`config.mk`:
```
export PLATFORM = sky130hd
export DESIGN_NAME = uart_cmd_top
export DESIGN_NICKNAME = d
export VERILOG_FILES = /design/src/rtl/uart_pkg.sv /design/src/rtl/uart_tx_frame.sv /design/src/rtl/uart_rx_frame.sv /design/src/rtl/uart_cmd_ctrl.sv /design/src/rtl/uart_cmd_top.sv
export SDC_FILE = /design/constraint.sdc
export NUM_CORES = 1
export LEC_CHECK = 0
export BUFFER_PORTS_ARGS = -buffer_cell sky130_fd_sc_hd__buf_2
export CORE_UTILIZATION = 46
export CTS_CLUSTER_SIZE = 20
export DETAILED_ROUTE_END_ITERATION = 12
export GPL_TIMING_DRIVEN = 0
export PLACE_DENSITY = 0.63
export SYNTH_ARGS = -nofsm -noshare
export SYNTH_HDL_FRONTEND = slang
export SYNTH_SLANG_ARGS = --single-unit
```
`constraint.sdc`:
```
create_clock -name clk -period 2.2 [get_ports clk]
set_input_delay 0 -clock clk [delete_from_list [all_inputs] [get_ports clk]]
set_output_delay 0 -clock clk [all_outputs]
set_load 0.05 [all_outputs]
```
`src/rtl/uart_pkg.sv`:
```
`default_nettype none

package uart_pkg;

  // start, 8 data, parity and stop bit times
  localparam int FRAME_BITS = 11;

  // one byte on the serial line
  typedef logic [7:0] byte_t;

  // index of the current bit inside a frame
  typedef logic [3:0] bit_cnt_t;

  // high byte on the line is {rd, addr}, low byte is data
  typedef struct packed {
    logic       rd;
    logic [6:0] addr;
    byte_t      data;
  } cmd_t;

  // one received frame
  typedef struct packed {
    byte_t data;
    logic  parity_ok;
  } rx_result_t;

  // command sequencer states
  typedef enum logic [1:0] {
    IDLE,
    SEND_HI,
    SEND_LO,
    WAIT_RX
  } ctrl_state_e;

endpackage

`default_nettype wire

```
`src/rtl/uart_tx_frame.sv`:
```
`timescale 1ns/100ps
`default_nettype none

module uart_tx_frame #(
  parameter int CLKS_PER_BIT = 434
) (
  input  wire                  clk,
  input  wire                  rst_n,
  input  wire                  tx_start,
  input  wire uart_pkg::byte_t tx_byte,
  output logic                 tx,
  output logic                 tx_busy,
  output logic                 tx_done
);

  localparam int CNT_W = $clog2(CLKS_PER_BIT);
  localparam logic [CNT_W-1:0] BIT_LAST = CNT_W'(CLKS_PER_BIT - 1);
  localparam uart_pkg::bit_cnt_t STOP_IDX = uart_pkg::bit_cnt_t'(uart_pkg::FRAME_BITS - 1);

  logic [CNT_W-1:0]                  clk_cnt;
  uart_pkg::bit_cnt_t                bit_cnt;
  logic [uart_pkg::FRAME_BITS-2:0]   shreg;
  logic                              bit_end;
  logic                              load;

  assign bit_end = tx_busy && (clk_cnt == BIT_LAST);
  assign tx_done = bit_end && (bit_cnt == STOP_IDX);

  // a new frame may follow directly on the last stop cycle
  assign load = tx_start && (!tx_busy || tx_done);

  always_ff @(posedge clk or negedge rst_n) begin
    if (!rst_n) begin
      tx      <= 1'b1;
      tx_busy <= 1'b0;
      clk_cnt <= '0;
      bit_cnt <= '0;
    end else if (load) begin
      // start bit goes out right away
      tx      <= 1'b0;
      tx_busy <= 1'b1;
      clk_cnt <= '0;
      bit_cnt <= '0;
    end else if (tx_done) begin
      tx      <= 1'b1;
      tx_busy <= 1'b0;
      clk_cnt <= '0;
    end else if (bit_end) begin
      tx      <= shreg[0];
      clk_cnt <= '0;
      bit_cnt <= bit_cnt + 1'b1;
    end else if (tx_busy) begin
      clk_cnt <= clk_cnt + 1'b1;
    end
  end

  // data LSB first, then odd parity, then stop
  always_ff @(posedge clk) begin
    if (load) begin
      shreg <= {1'b1, ~^tx_byte, tx_byte};
    end else if (bit_end) begin
      shreg <= {1'b1, shreg[uart_pkg::FRAME_BITS-2:1]};
    end
  end

endmodule

`default_nettype wire

```
`src/rtl/uart_rx_frame.sv`:
```
`timescale 1ns/100ps
`default_nettype none

module uart_rx_frame #(
  parameter int CLKS_PER_BIT = 434
) (
  input  wire                   clk,
  input  wire                   rst_n,
  input  wire                   rx,
  output logic                  rx_done,
  output uart_pkg::rx_result_t  rx_res
);

  localparam int CNT_W = $clog2(CLKS_PER_BIT);
  localparam logic [CNT_W-1:0] BIT_LAST  = CNT_W'(CLKS_PER_BIT - 1);
  localparam logic [CNT_W-1:0] HALF_LAST = CNT_W'(CLKS_PER_BIT / 2 - 1);
  localparam uart_pkg::bit_cnt_t PAR_IDX  = uart_pkg::bit_cnt_t'(uart_pkg::FRAME_BITS - 2);
  localparam uart_pkg::bit_cnt_t STOP_IDX = uart_pkg::bit_cnt_t'(uart_pkg::FRAME_BITS - 1);

  logic               rx_s1;
  logic               rx_s2;
  logic               rx_prev;
  logic               active;
  logic [CNT_W-1:0]   clk_cnt;
  uart_pkg::bit_cnt_t bit_cnt;
  uart_pkg::byte_t    shreg;
  logic               par_bit;
  logic               fall;
  logic               sample;

  // two-flop synchronizer plus one stage for edge detect
  always_ff @(posedge clk or negedge rst_n) begin
    if (!rst_n) begin
      rx_s1   <= 1'b1;
      rx_s2   <= 1'b1;
      rx_prev <= 1'b1;
    end else begin
      rx_s1   <= rx;
      rx_s2   <= rx_s1;
      rx_prev <= rx_s2;
    end
  end

  assign fall = rx_prev && !rx_s2;

  // first sample lands half a bit in, then one per bit period
  assign sample = active &&
                  (clk_cnt == ((bit_cnt == '0) ? HALF_LAST : BIT_LAST));

  always_ff @(posedge clk or negedge rst_n) begin
    if (!rst_n) begin
      active  <= 1'b0;
      clk_cnt <= '0;
      bit_cnt <= '0;
      rx_done <= 1'b0;
    end else begin
      rx_done <= 1'b0;
      if (!active) begin
        if (fall) begin
          active  <= 1'b1;
          clk_cnt <= '0;
          bit_cnt <= '0;
        end
      end else if (sample) begin
        clk_cnt <= '0;
        bit_cnt <= bit_cnt + 1'b1;
        if (bit_cnt == '0 && rx_s2) begin
          // glitch, not a start bit
          active <= 1'b0;
        end
        if (bit_cnt == STOP_IDX) begin
          active  <= 1'b0;
          rx_done <= rx_s2;
        end
      end else begin
        clk_cnt <= clk_cnt + 1'b1;
      end
    end
  end

  // data bits come in LSB first
  always_ff @(posedge clk) begin
    if (sample) begin
      if (bit_cnt != '0 && bit_cnt < PAR_IDX) begin
        shreg <= {rx_s2, shreg[7:1]};
      end
      if (bit_cnt == PAR_IDX) begin
        par_bit <= rx_s2;
      end
      if (bit_cnt == STOP_IDX) begin
        rx_res.data      <= shreg;
        // good odd parity leaves an odd count of ones
        rx_res.parity_ok <= ^{shreg, par_bit};
      end
    end
  end

endmodule

`default_nettype wire

```
`src/rtl/uart_cmd_ctrl.sv`:
```
`timescale 1ns/100ps
`default_nettype none

module uart_cmd_ctrl (
  input  wire                       clk,
  input  wire                       rst_n,
  input  wire uart_pkg::cmd_t       cmd,
  input  wire                       cmd_vld,
  input  wire                       tx_busy,
  input  wire                       tx_done,
  input  wire                       rx_done,
  input  wire uart_pkg::rx_result_t rx_res,
  output logic                      cmd_rdy,
  output logic                      tx_start,
  output uart_pkg::byte_t           tx_byte,
  output uart_pkg::byte_t           read_data,
  output logic                      read_vld,
  output logic                      parity_err
);

  uart_pkg::ctrl_state_e state;
  uart_pkg::cmd_t        cmd_q;
  logic                  accept;
  logic                  reply_seen;
  logic                  rx_take;

  assign cmd_rdy = (state == uart_pkg::IDLE) && !tx_busy;
  assign accept  = cmd_vld && cmd_rdy;

  // high byte starts in the accept cycle, low byte on the first tx_done
  assign tx_start = accept || ((state == uart_pkg::SEND_HI) && tx_done);
  assign tx_byte  = (state == uart_pkg::IDLE) ? {cmd.rd, cmd.addr} : cmd_q.data;

  assign reply_seen = read_vld || parity_err;
  assign rx_take    = (state == uart_pkg::WAIT_RX) && rx_done;

  always_ff @(posedge clk or negedge rst_n) begin
    if (!rst_n) begin
      state <= uart_pkg::IDLE;
    end else begin
      case (state)
        uart_pkg::IDLE: begin
          if (accept) begin
            state <= uart_pkg::SEND_HI;
          end
        end
        uart_pkg::SEND_HI: begin
          if (tx_done) begin
            state <= uart_pkg::SEND_LO;
          end
        end
        uart_pkg::SEND_LO: begin
          if (tx_done) begin
            state <= cmd_q.rd ? uart_pkg::WAIT_RX : uart_pkg::IDLE;
          end
        end
        uart_pkg::WAIT_RX: begin
          // leave one cycle after the result pulse
          if (reply_seen) begin
            state <= uart_pkg::IDLE;
          end
        end
        default: begin
          state <= uart_pkg::IDLE;
        end
      endcase
    end
  end

  always_ff @(posedge clk or negedge rst_n) begin
    if (!rst_n) begin
      read_vld   <= 1'b0;
      parity_err <= 1'b0;
    end else begin
      read_vld   <= rx_take && rx_res.parity_ok;
      parity_err <= rx_take && !rx_res.parity_ok;
    end
  end

  always_ff @(posedge clk) begin
    if (accept) begin
      cmd_q <= cmd;
    end
    if (rx_take) begin
      read_data <= rx_res.data;
    end
  end

endmodule

`default_nettype wire

```
`src/rtl/uart_cmd_top.sv`:
```
`timescale 1ns/100ps
`default_nettype none

module uart_cmd_top #(
  parameter int CLKS_PER_BIT = 434
) (
  input  wire                  clk,
  input  wire                  rst_n,
  input  wire uart_pkg::cmd_t  cmd,
  input  wire                  cmd_vld,
  output logic                 cmd_rdy,
  input  wire                  rx,
  output logic                 tx,
  output uart_pkg::byte_t      read_data,
  output logic                 read_vld,
  output logic                 parity_err
);

  logic                 tx_start;
  uart_pkg::byte_t      tx_byte;
  logic                 tx_busy;
  logic                 tx_done;
  logic                 rx_done;
  uart_pkg::rx_result_t rx_res;

  uart_cmd_ctrl u_ctrl (
    .clk        (clk),
    .rst_n      (rst_n),
    .cmd        (cmd),
    .cmd_vld    (cmd_vld),
    .tx_busy    (tx_busy),
    .tx_done    (tx_done),
    .rx_done    (rx_done),
    .rx_res     (rx_res),
    .cmd_rdy    (cmd_rdy),
    .tx_start   (tx_start),
    .tx_byte    (tx_byte),
    .read_data  (read_data),
    .read_vld   (read_vld),
    .parity_err (parity_err)
  );

  uart_tx_frame #(
    .CLKS_PER_BIT (CLKS_PER_BIT)
  ) u_tx (
    .clk      (clk),
    .rst_n    (rst_n),
    .tx_start (tx_start),
    .tx_byte  (tx_byte),
    .tx       (tx),
    .tx_busy  (tx_busy),
    .tx_done  (tx_done)
  );

  // receiver hunts for frames all the time
  uart_rx_frame #(
    .CLKS_PER_BIT (CLKS_PER_BIT)
  ) u_rx (
    .clk     (clk),
    .rst_n   (rst_n),
    .rx      (rx),
    .rx_done (rx_done),
    .rx_res  (rx_res)
  );

endmodule

`default_nettype wire

```
==> results of run 1 <==
state kept, by name (all words and copies together), names as in the netlist, 2 cells and up:
register	cells
u_ctrl.cmd_q	9
u_rx.rx_res	9
u_tx.bit_cnt	4
u_tx.clk_cnt	9
u_rx.clk_cnt	9
u_rx.bit_cnt	4
u_tx.shreg	9
u_rx.shreg	8
u_ctrl.read_data	8
u_ctrl.state	2
cell usage after synthesis (all sizes together), types with 2 or more instances:
| cell type | count | area (sq um) |
|---|---|---|
| mux2i | 4 | 40.0 |
| nor2 | 13 | 48.8 |
| buf | 4 | 35.0 |
| or2 | 2 | 12.5 |
| nand3 | 12 | 60.1 |
| a211oi | 3 | 22.5 |
| inv | 18 | 67.6 |
| mux2 | 17 | 206 |
| nor4 | 2 | 12.5 |
| and3 | 6 | 37.5 |
| or4 | 3 | 22.5 |
| xor2 | 8 | 70.1 |
| o21ai | 14 | 70.1 |
| nand2b | 3 | 18.8 |
| edfxtp | 44 | 1320 |
| ha | 9 | 113 |
| a31oi | 2 | 12.5 |
| a41oi | 3 | 26.3 |
| clkbuf | 2 | 7.51 |
| nand4 | 2 | 12.5 |
| and2 | 2 | 12.5 |
| nor3 | 5 | 25.0 |
| xnor2 | 21 | 184 |
| o22ai | 3 | 18.8 |
| o31ai | 5 | 51.3 |
| a21oi | 7 | 35.0 |
| or4b | 2 | 20.0 |
| nand2 | 22 | 82.6 |
| and4 | 3 | 26.3 |
| nor3b | 2 | 20.0 |
| dfrtp | 33 | 826 |
| or3 | 4 | 25.0 |
| dfstp | 4 | 105 |
per-stage QoR:
step / cell area (sq um) / TNS (ns)
after floorplan: 3820 / 0
after global placement: 4110 / -7.98
after detailed placement: 4110 / -9.87
after CTS: 4540 / 0
after global routing: 4590 / -0.169
final: 4590 / 0
power groups by stage:
stage	combinational (mW)	clock [mW]	sequential, mW
2_1_floorplan	0.171	0	1.74
3_3_place_gp	0.224	0	1.77
3_5_place_dp	0.235	0	1.77
4_1_cts	0.253	1.09	1.73
5_1_grt	0.305	1.15	1.75
6_report	0.270	1.06	1.75
per-layer routing:
metal / vias to the layer above / GRT usage [%] / routed length (um)
met5: - / 0 / 0
li1: 1239 / - / -
met2: 54 / 29.1 / 3560
met1: 1232 / 21.9 / 3220
met4: 0 / 5.26 / 85
met3: 11 / 4.23 / 261
cells by family (layout without fill, tap and decap cells):
kind of cell             count (synthesis)  after routing  share of synthesized area [%]
buffers and inverters                   24             93                           2.89
adder cells (fa/ha/maj)                  9              9                           2.95
flip-flops                              81             81                           59.0
multiplexers                            21             21                           6.46
AO/OA/AOI/OAI                           47             47                           8.43
AND/OR/NAND/NOR                         90             91                           13.6
XOR/XNOR                                29             29                           6.66
worst paths after layout:
kind,from,end,slack [ns],cells past startpoint
worst max register to register,u_tx.clk_cnt[3],u_tx.shreg[7],0.07,6
worst min-delay path,cmd[13],u_tx.shreg[5],0.1,3
max in group asynchronous,rst_n,u_rx.bit_cnt[0],1.34,2
worst min register to register,u_rx.rx_s1,u_rx.rx_s2,0.36,0
worst max-delay path,u_tx.clk_cnt[3],u_tx.shreg[7],0.07,6
min in group asynchronous,rst_n,u_tx.clk_cnt[6],0.28,2
layout make-up:
cell class                 instances  area, sq um  share of cell area [%]
sequential                        81         2260                    49.1
multi-input combinational        197         1560                    33.9
timing repair buffer              53          352                    7.65
tap                              102          128                    2.78
clock buffer                       9          124                    2.70
inverter                          18         71.3                    1.55
clock inverter                     7         66.3                    1.44
buffer                             6         42.5                   0.926
worst max-delay path: cells and delay by family (launching register included):
family | cells | cell delay, ns
buf+inv | 2 | 0.31
flops | 1 | 0.43
simple gates | 2 | 0.61
mux | 1 | 0.30
compound gates | 1 | 0.22
what timing repair did:
action                                  4_1_cts  5_1_grt
resized for setup                            14       11
gates cloned                                  0        1
hold buffers                                 11        0
endpoints found under the setup margin       44       30
endpoints found under the hold margin        43        0
setup buffers                                10        1
pin swaps                                     5        3
==> summary.md, run 1 <==
| Metric | Value |
|---|---|
| Status | `finished, final reports clean` |
| Switching power | `0.836 mW` |
| Pint | `2.24 mW` |
| DP HPWL | `4.62 mm` |
| Fin crit period | `2.13 ns` |
| Crit-path max FO | `6` |
| #FFs+latches synth | `81` |
| Vias per Instance | `5.36` |
| Worst slew pin tran | `0.857 ns` |
| H-Tree Depth | `3` |
| Critical path required time | `2.31 ns` |
| Post-synth ARST share | `45.7%` |
| Max Buffers Root-to-Sink | `2` |
| Max stage delay on crit path | `0.43 ns` |
| Commonest non-fill, non-tap cells in the layout | `edfxtp_1, buf_2, dfrtp_1, nand2_1, xnor2_1` |
| Crit path capture type | `flip-flop` |
| Clock share of power | `34.5%` |
| Main flop type after synthesis | `edfxtp_1` |
| Syn Inst Count | `301` |
| Die footprint | `8660 sq um` |
| Sequential share of the synthesized area | `59.0%` |
| Vias in the first global route | `2445` |
| Clock Root Buffer | `clkbuf_8` |
| Sw frac | `27.2%` |
| Fin crit share | `96.9%` |
| Chip width | `93.1 um` |
| Register share of total power | `56.7%` |
| Worst hold slack | `0.100 ns` |
| Hold Violations, Final | `0` |
| Post-Layout Cell Count | `473` |
| Input/output buffers | `31` |
| Worst slew margin | `42.8%` |
| Critical path class | `flip-flop to flip-flop` |
| Area Growth Syn to Fin | `20.4%` |
| Number of flops mapped to enable cells by yosys | `44` |
| Final nets | `395` |
| Mean Syn Cell Area | `12.7 sq um` |
| Max Slew Vio Count | `0` |
| Num CTS Buffers | `9` |
| Initial antenna violation count | `0` |
| Gr ovfl total | `0` |
| Most numerous cell on the critical path | `buf_6` |
| Die height | `93.1 um` |
| CP max-delay cell | `dfrtp_2` |
| Core area | `7890 sq um` |
| Fmax | `0.469 GHz` |
| Initial DRT Pass Iterations | `4` |
| Synth Warn # | `0` |
| Post-route ant nets | `0` |
| Overall routing resource usage | `17.3%` |
| Fin worst setup slack | `0.0673 ns` |
| Ant. Diodes | `0` |
| DR iter-0 viols | `77` |
| Vias | `2536` |
| Max rail drop VDD | `500 uV` |
| Synth Net Count | `330` |
| Worst Hold Class | `primary input to flip-flop` |
| Setup WS pre-CTS | `-0.455 ns` |
| Distinct cells, synth | `55` |
| I/O Pins | `32` |
| Largest net degree at the start of global routing | `38` |
| Drt drc | `0` |
| Row Count | `32` |
| Data arrival, critical path | `2.24 ns` |
| RSZ-0062 raised after global routing | `yes` |
| Clk sinks | `81` |
| Combinational Power Share | `8.8%` |
| DRT Wirelength | `7.13 mm` |
| Commonest non-fill, non-tap cell in the layout | `edfxtp_1` |
| Cells after DPL | `434` |
| Worst path cell trace | `nand4bb_4, or3_4, buf_6, o31ai_4, buf_6, mux2_4` |
| Clk_skew | `0.0134 ns` |
| Reg clk slew, reported paths | `0.09 ns` |
| Share of layout cells above drive strength 1 | `29.4%` |
| Max_cap viols | `0` |
| Final-layout fill cell count | `652` |
| Final setup fails | `0` |
| Initial Utilization | `48.4%` |
| GP Congestion | `0.761` |
| Post-Syn Area | `3810 sq um` |
| Clk Latency, worst-skew pair | `0.36 ns` |
| Type of origin of the critical path | `flip-flop` |
| Power Total | `3.08 mW` |
| PD cells | `670 nW/um^2` |
| Final Util | `58.2%` |
| Wirelength per Cell | `15.1 um` |
| CTS tree | `built` |
| First-pass GRT wire length | `11.5 mm` |
| LEAKAGE | `1.83 nW` |
Note: power is estimated with default switching activity, not from simulation.
==> inputs of run 2 (changes only) <==
--- a/config.mk
+++ b/config.mk
@@ -5,7 +5,9 @@
 export SDC_FILE = /design/constraint.sdc
 export NUM_CORES = 1
 export LEC_CHECK = 0
+export ABC_AREA = 1
 export BUFFER_PORTS_ARGS = -buffer_cell sky130_fd_sc_hd__buf_2
+export CAP_MARGIN = 0
 export CORE_UTILIZATION = 46
 export CTS_CLUSTER_SIZE = 20
 export DETAILED_ROUTE_END_ITERATION = 12
==> summary.md, run 2 <==
| Metric | Value |
|---|---|
| Status | `finished, final reports clean (unchanged)` |
| Type of origin of the critical path | `flip-flop (unchanged)` |
| #FFs+latches synth | `81 (unchanged)` |
| Setup TNS Final | `0 ns (unchanged)` |
| Vias in the first global route | `2748 (was 2445)` |
| DP HPWL | `5.41 mm (was 4.62 mm)` |
| Number of flops mapped to enable cells by yosys | `44 (unchanged)` |
| Combinational Power Share | `9.3% (was 8.8%)` |
| Gr ovfl total | `0 (unchanged)` |
| DR iter-0 viols | `110 (was 77)` |
| Initial DRT Pass Iterations | `4 (unchanged)` |
| LEAKAGE | `2.17 nW (was 1.83 nW)` |
| Commonest non-fill, non-tap cell in the layout | `nand2_1 (was edfxtp_1)` |
| Clk Latency, worst-skew pair | `0.36 ns (about the same)` |
| Clock share of power | `38.5% (was 34.5%)` |
| Met1 usage in global routing | `24.2% (was 21.9%)` |
| Fin crit share | `95.5% (was 96.9%)` |
| Top cell type's share of synthesized area | `32.2% (was 34.6%)` |
| Area Growth Syn to Fin | `16.5% (was 20.4%)` |
| Clk sinks | `81 (unchanged)` |
| Mean Syn Cell Area | `9.51 sq um (was 12.7 sq um)` |
| Initial antenna violation count | `0 (unchanged)` |
| Final setup fails | `0 (unchanged)` |
| Wirelength per Cell | `12.5 um (was 15.1 um)` |
| First-pass GRT wire length | `12.6 mm (was 11.5 mm)` |
| Worst path cell trace | `inv_1, ha_1, nand3_1, o21ai_1, nand4_1, buf_4, nor3_4, buf_12 (was nand4bb_4, or3_4, buf_6, o31ai_4, buf_6, mux2_4)` |
| Core area | `8680 sq um (was 7890 sq um)` |
| Hold Violations, Final | `0 (unchanged)` |
| Fin crit period | `2.10 ns (was 2.13 ns)` |
| Max Buffers Root-to-Sink | `2 (unchanged)` |
| Main flop type after synthesis | `edfxtp_1 (unchanged)` |
| Crit path capture type | `flip-flop (unchanged)` |
| Synth Net Count | `461 (was 330)` |
| Number of buffers and inverters on the critical path | `3 (was 2)` |
| Max_cap viols | `0 (unchanged)` |
| I/O Pins | `32 (unchanged)` |
| PD cells | `690 nW/um^2 (was 670 nW/um^2)` |
| Post-synth ARST share | `45.7% (unchanged)` |
| Clock Root Buffer | `clkbuf_8 (unchanged)` |
| Vias per Instance | `4.90 (was 5.36)` |
| Worst hold slack | `0.0578 ns (was 0.100 ns)` |
| Clk_skew | `0.0111 ns (was 0.0134 ns)` |
| Max rail drop VDD | `478 uV (was 500 uV)` |
| Row Count | `34 (was 32)` |
| Worst slew pin tran | `0.846 ns (was 0.857 ns)` |
| Worst slew margin | `43.6% (was 42.8%)` |
| DRT Wirelength | `7.48 mm (was 7.13 mm)` |
| Area leader, netlist | `edfxtp_1 (unchanged)` |
| GR peak layer | `met2 (unchanged)` |
| Die footprint | `9310 sq um (was 8660 sq um)` |
| Drt drc | `0 (unchanged)` |
| Register share of total power | `52.2% (was 56.7%)` |
| Largest net degree at the start of global routing | `38 (unchanged)` |
| Synth Warn # | `0 (unchanged)` |
| Final-layout fill cell count | `770 (was 652)` |
| Input/output buffers | `31 (unchanged)` |
| Post-route ant nets | `0 (unchanged)` |
| Post-Syn Area | `4110 sq um (was 3810 sq um)` |
| CP max-delay cell | `dfrtp_1 (was dfrtp_2)` |
| Die height | `96.5 um (was 93.1 um)` |
| Power Total | `3.30 mW (was 3.08 mW)` |
| Switching power | `0.846 mW (was 0.836 mW)` |
| Ant. Diodes | `0 (unchanged)` |
| H-Tree Depth | `3 (unchanged)` |
| Crit path max-delay family | `simple AND/OR/NAND/NOR gates (unchanged)` |
| GR Util met3 | `3.05% (was 4.23%)` |
| Data arrival, critical path | `2.18 ns (was 2.24 ns)` |
| Sw frac | `25.6% (was 27.2%)` |
| Num CTS Buffers | `9 (unchanged)` |
| Fmax | `0.476 GHz (was 0.469 GHz)` |
| Max stage delay on crit path | `0.44 ns (was 0.43 ns)` |
| Worst Hold Class | `primary input to flip-flop (unchanged)` |
| Pint | `2.45 mW (was 2.24 mW)` |
| Sequential share of the synthesized area | `54.8% (was 59.0%)` |
| CTS tree | `built (unchanged)` |
| GP Congestion | `0.832 (was 0.761)` |
| Met2 global-route usage | `28.2% (was 29.1%)` |
| Synth area leaders | `edfxtp_1, dfrtp_1, nand2_1, inv_1, nand3_1 (was edfxtp_1, dfrtp_1, xnor2_1, mux2_2, ha_1)` |
| Final nets | `516 (was 395)` |
| Commonest non-fill, non-tap cells in the layout | `nand2_1, inv_1, edfxtp_1, dfrtp_1, buf_2 (was edfxtp_1, buf_2, dfrtp_1, nand2_1, xnor2_1)` |
| Syn Inst Count | `432 (was 301)` |
| Chip width | `96.5 um (was 93.1 um)` |
| Initial Utilization | `47.3% (was 48.4%)` |
| Share of layout cells above drive strength 1 | `21.3% (was 29.4%)` |
| Reg clk slew, reported paths | `0.09 ns (about the same)` |
| Critical path class | `flip-flop to flip-flop (unchanged)` |
| Count leader, synth | `nand2_1 (was edfxtp_1)` |
| Vias | `2937 (was 2536)` |
| Critical path required time | `2.28 ns (was 2.31 ns)` |
| Crit-path max FO | `7 (was 6)` |
| Commonest cells in the netlist | `nand2_1, edfxtp_1, inv_1, dfrtp_1, nor2_1 (was edfxtp_1, dfrtp_1, nand2_1, xnor2_1, inv_1)` |
| Distinct cells, synth | `38 (was 55)` |
| Overall routing resource usage | `18.0% (was 17.3%)` |
| Max Slew Vio Count | `0 (unchanged)` |
==> run 2: metrics by stage <==
stage	instance area (sq um)	instances	util [%]	worst slack, ns
floorplan	4110	432	-	0.0922
global placement	4400	571	50.7	-0.321
detailed placement	4400	571	50.7	-0.316
CTS	4760	598	54.8	0.0269
global route	4790	600	55.1	-0.00848
finish	4790	600	55.1	0.100
==> run 2: repair_timing <==
item	4_1_cts	5_1_grt
setup buffers	0	2
pin swaps	0	2
resized for setup	4	0
hold buffers	11	0
setup endpoints to repair	17	17
hold endpoints to repair	43	0
==> run 2: path summary, 6_finish.rpt <==
| check | from | to | depth (start not counted) | slack (ns) |
|---|---|---|---|---|
| worst max register to register | u_rx.bit_cnt[0] | u_rx.shreg[4] | 8 | 0.1 |
| max in group asynchronous | rst_n | u_tx.clk_cnt[8] | 2 | 1.38 |
| worst min register to register | u_rx.rx_s1 | u_rx.rx_s2 | 0 | 0.36 |
| worst max-delay path | u_rx.bit_cnt[0] | u_rx.shreg[4] | 8 | 0.1 |
| worst min-delay path | cmd_vld | u_tx.tx | 4 | 0.06 |
| min in group asynchronous | rst_n | u_rx.bit_cnt[1] | 2 | 0.28 |
==> run 2: worst reg2reg max path, cell delays in order, from the launching register on <==
cell and delay [ns]:
dfrtp_1 0.44, inv_1 0.12, ha_1 0.19, nand3_1 0.15, o21ai_1 0.20, nand4_1 0.12, buf_4 0.19, nor3_4 0.24
buf_12 0.15
==> run 2: metal layers <==
metal / up-vias / share of wire (%)
met5: - / 0
li1: 1514 / -
met1: 1381 / 49
met3: 12 / 2.2
met2: 30 / 47
met4: 0 / 1.8
==> run 2: layout make-up <==
class / instances / area, sq um / share of cell area [%]
Sequential cell: 81 / 2250 / 47.1
Multi-Input combinational cell: 295 / 1620 / 33.8
Timing Repair Buffer: 44 / 293 / 6.12
Inverter: 51 / 199 / 4.16
Tap cell: 108 / 135 / 2.82
Clock buffer: 9 / 124 / 2.59
Clock inverter: 7 / 106 / 2.22
Buffer: 5 / 58.8 / 1.23
==> run 2: kinds of logic (layout without fill, tap and decap cells) <==
kind of cell	after synthesis	in the layout	share of synthesized area [%]
XOR/XNOR	21	21	4.48
adder cells (fa/ha/maj)	9	9	2.74
AO/OA/AOI/OAI	38	38	5.91
AND/OR/NAND/NOR	227	227	25.8
buffers and inverters	56	116	6.27
flip-flops	81	81	54.8
==> run 2: power by group through the flow <==
stage	Clock [mW]	Sequential (mW)	Combinational, mW
6_report	1.27	1.72	0.306
5_1_grt	1.37	1.74	0.360
4_1_cts	1.30	1.72	0.310
3_5_place_dp	0	1.75	0.294
3_3_place_gp	0	1.75	0.285
2_1_floorplan	0	1.74	0.218
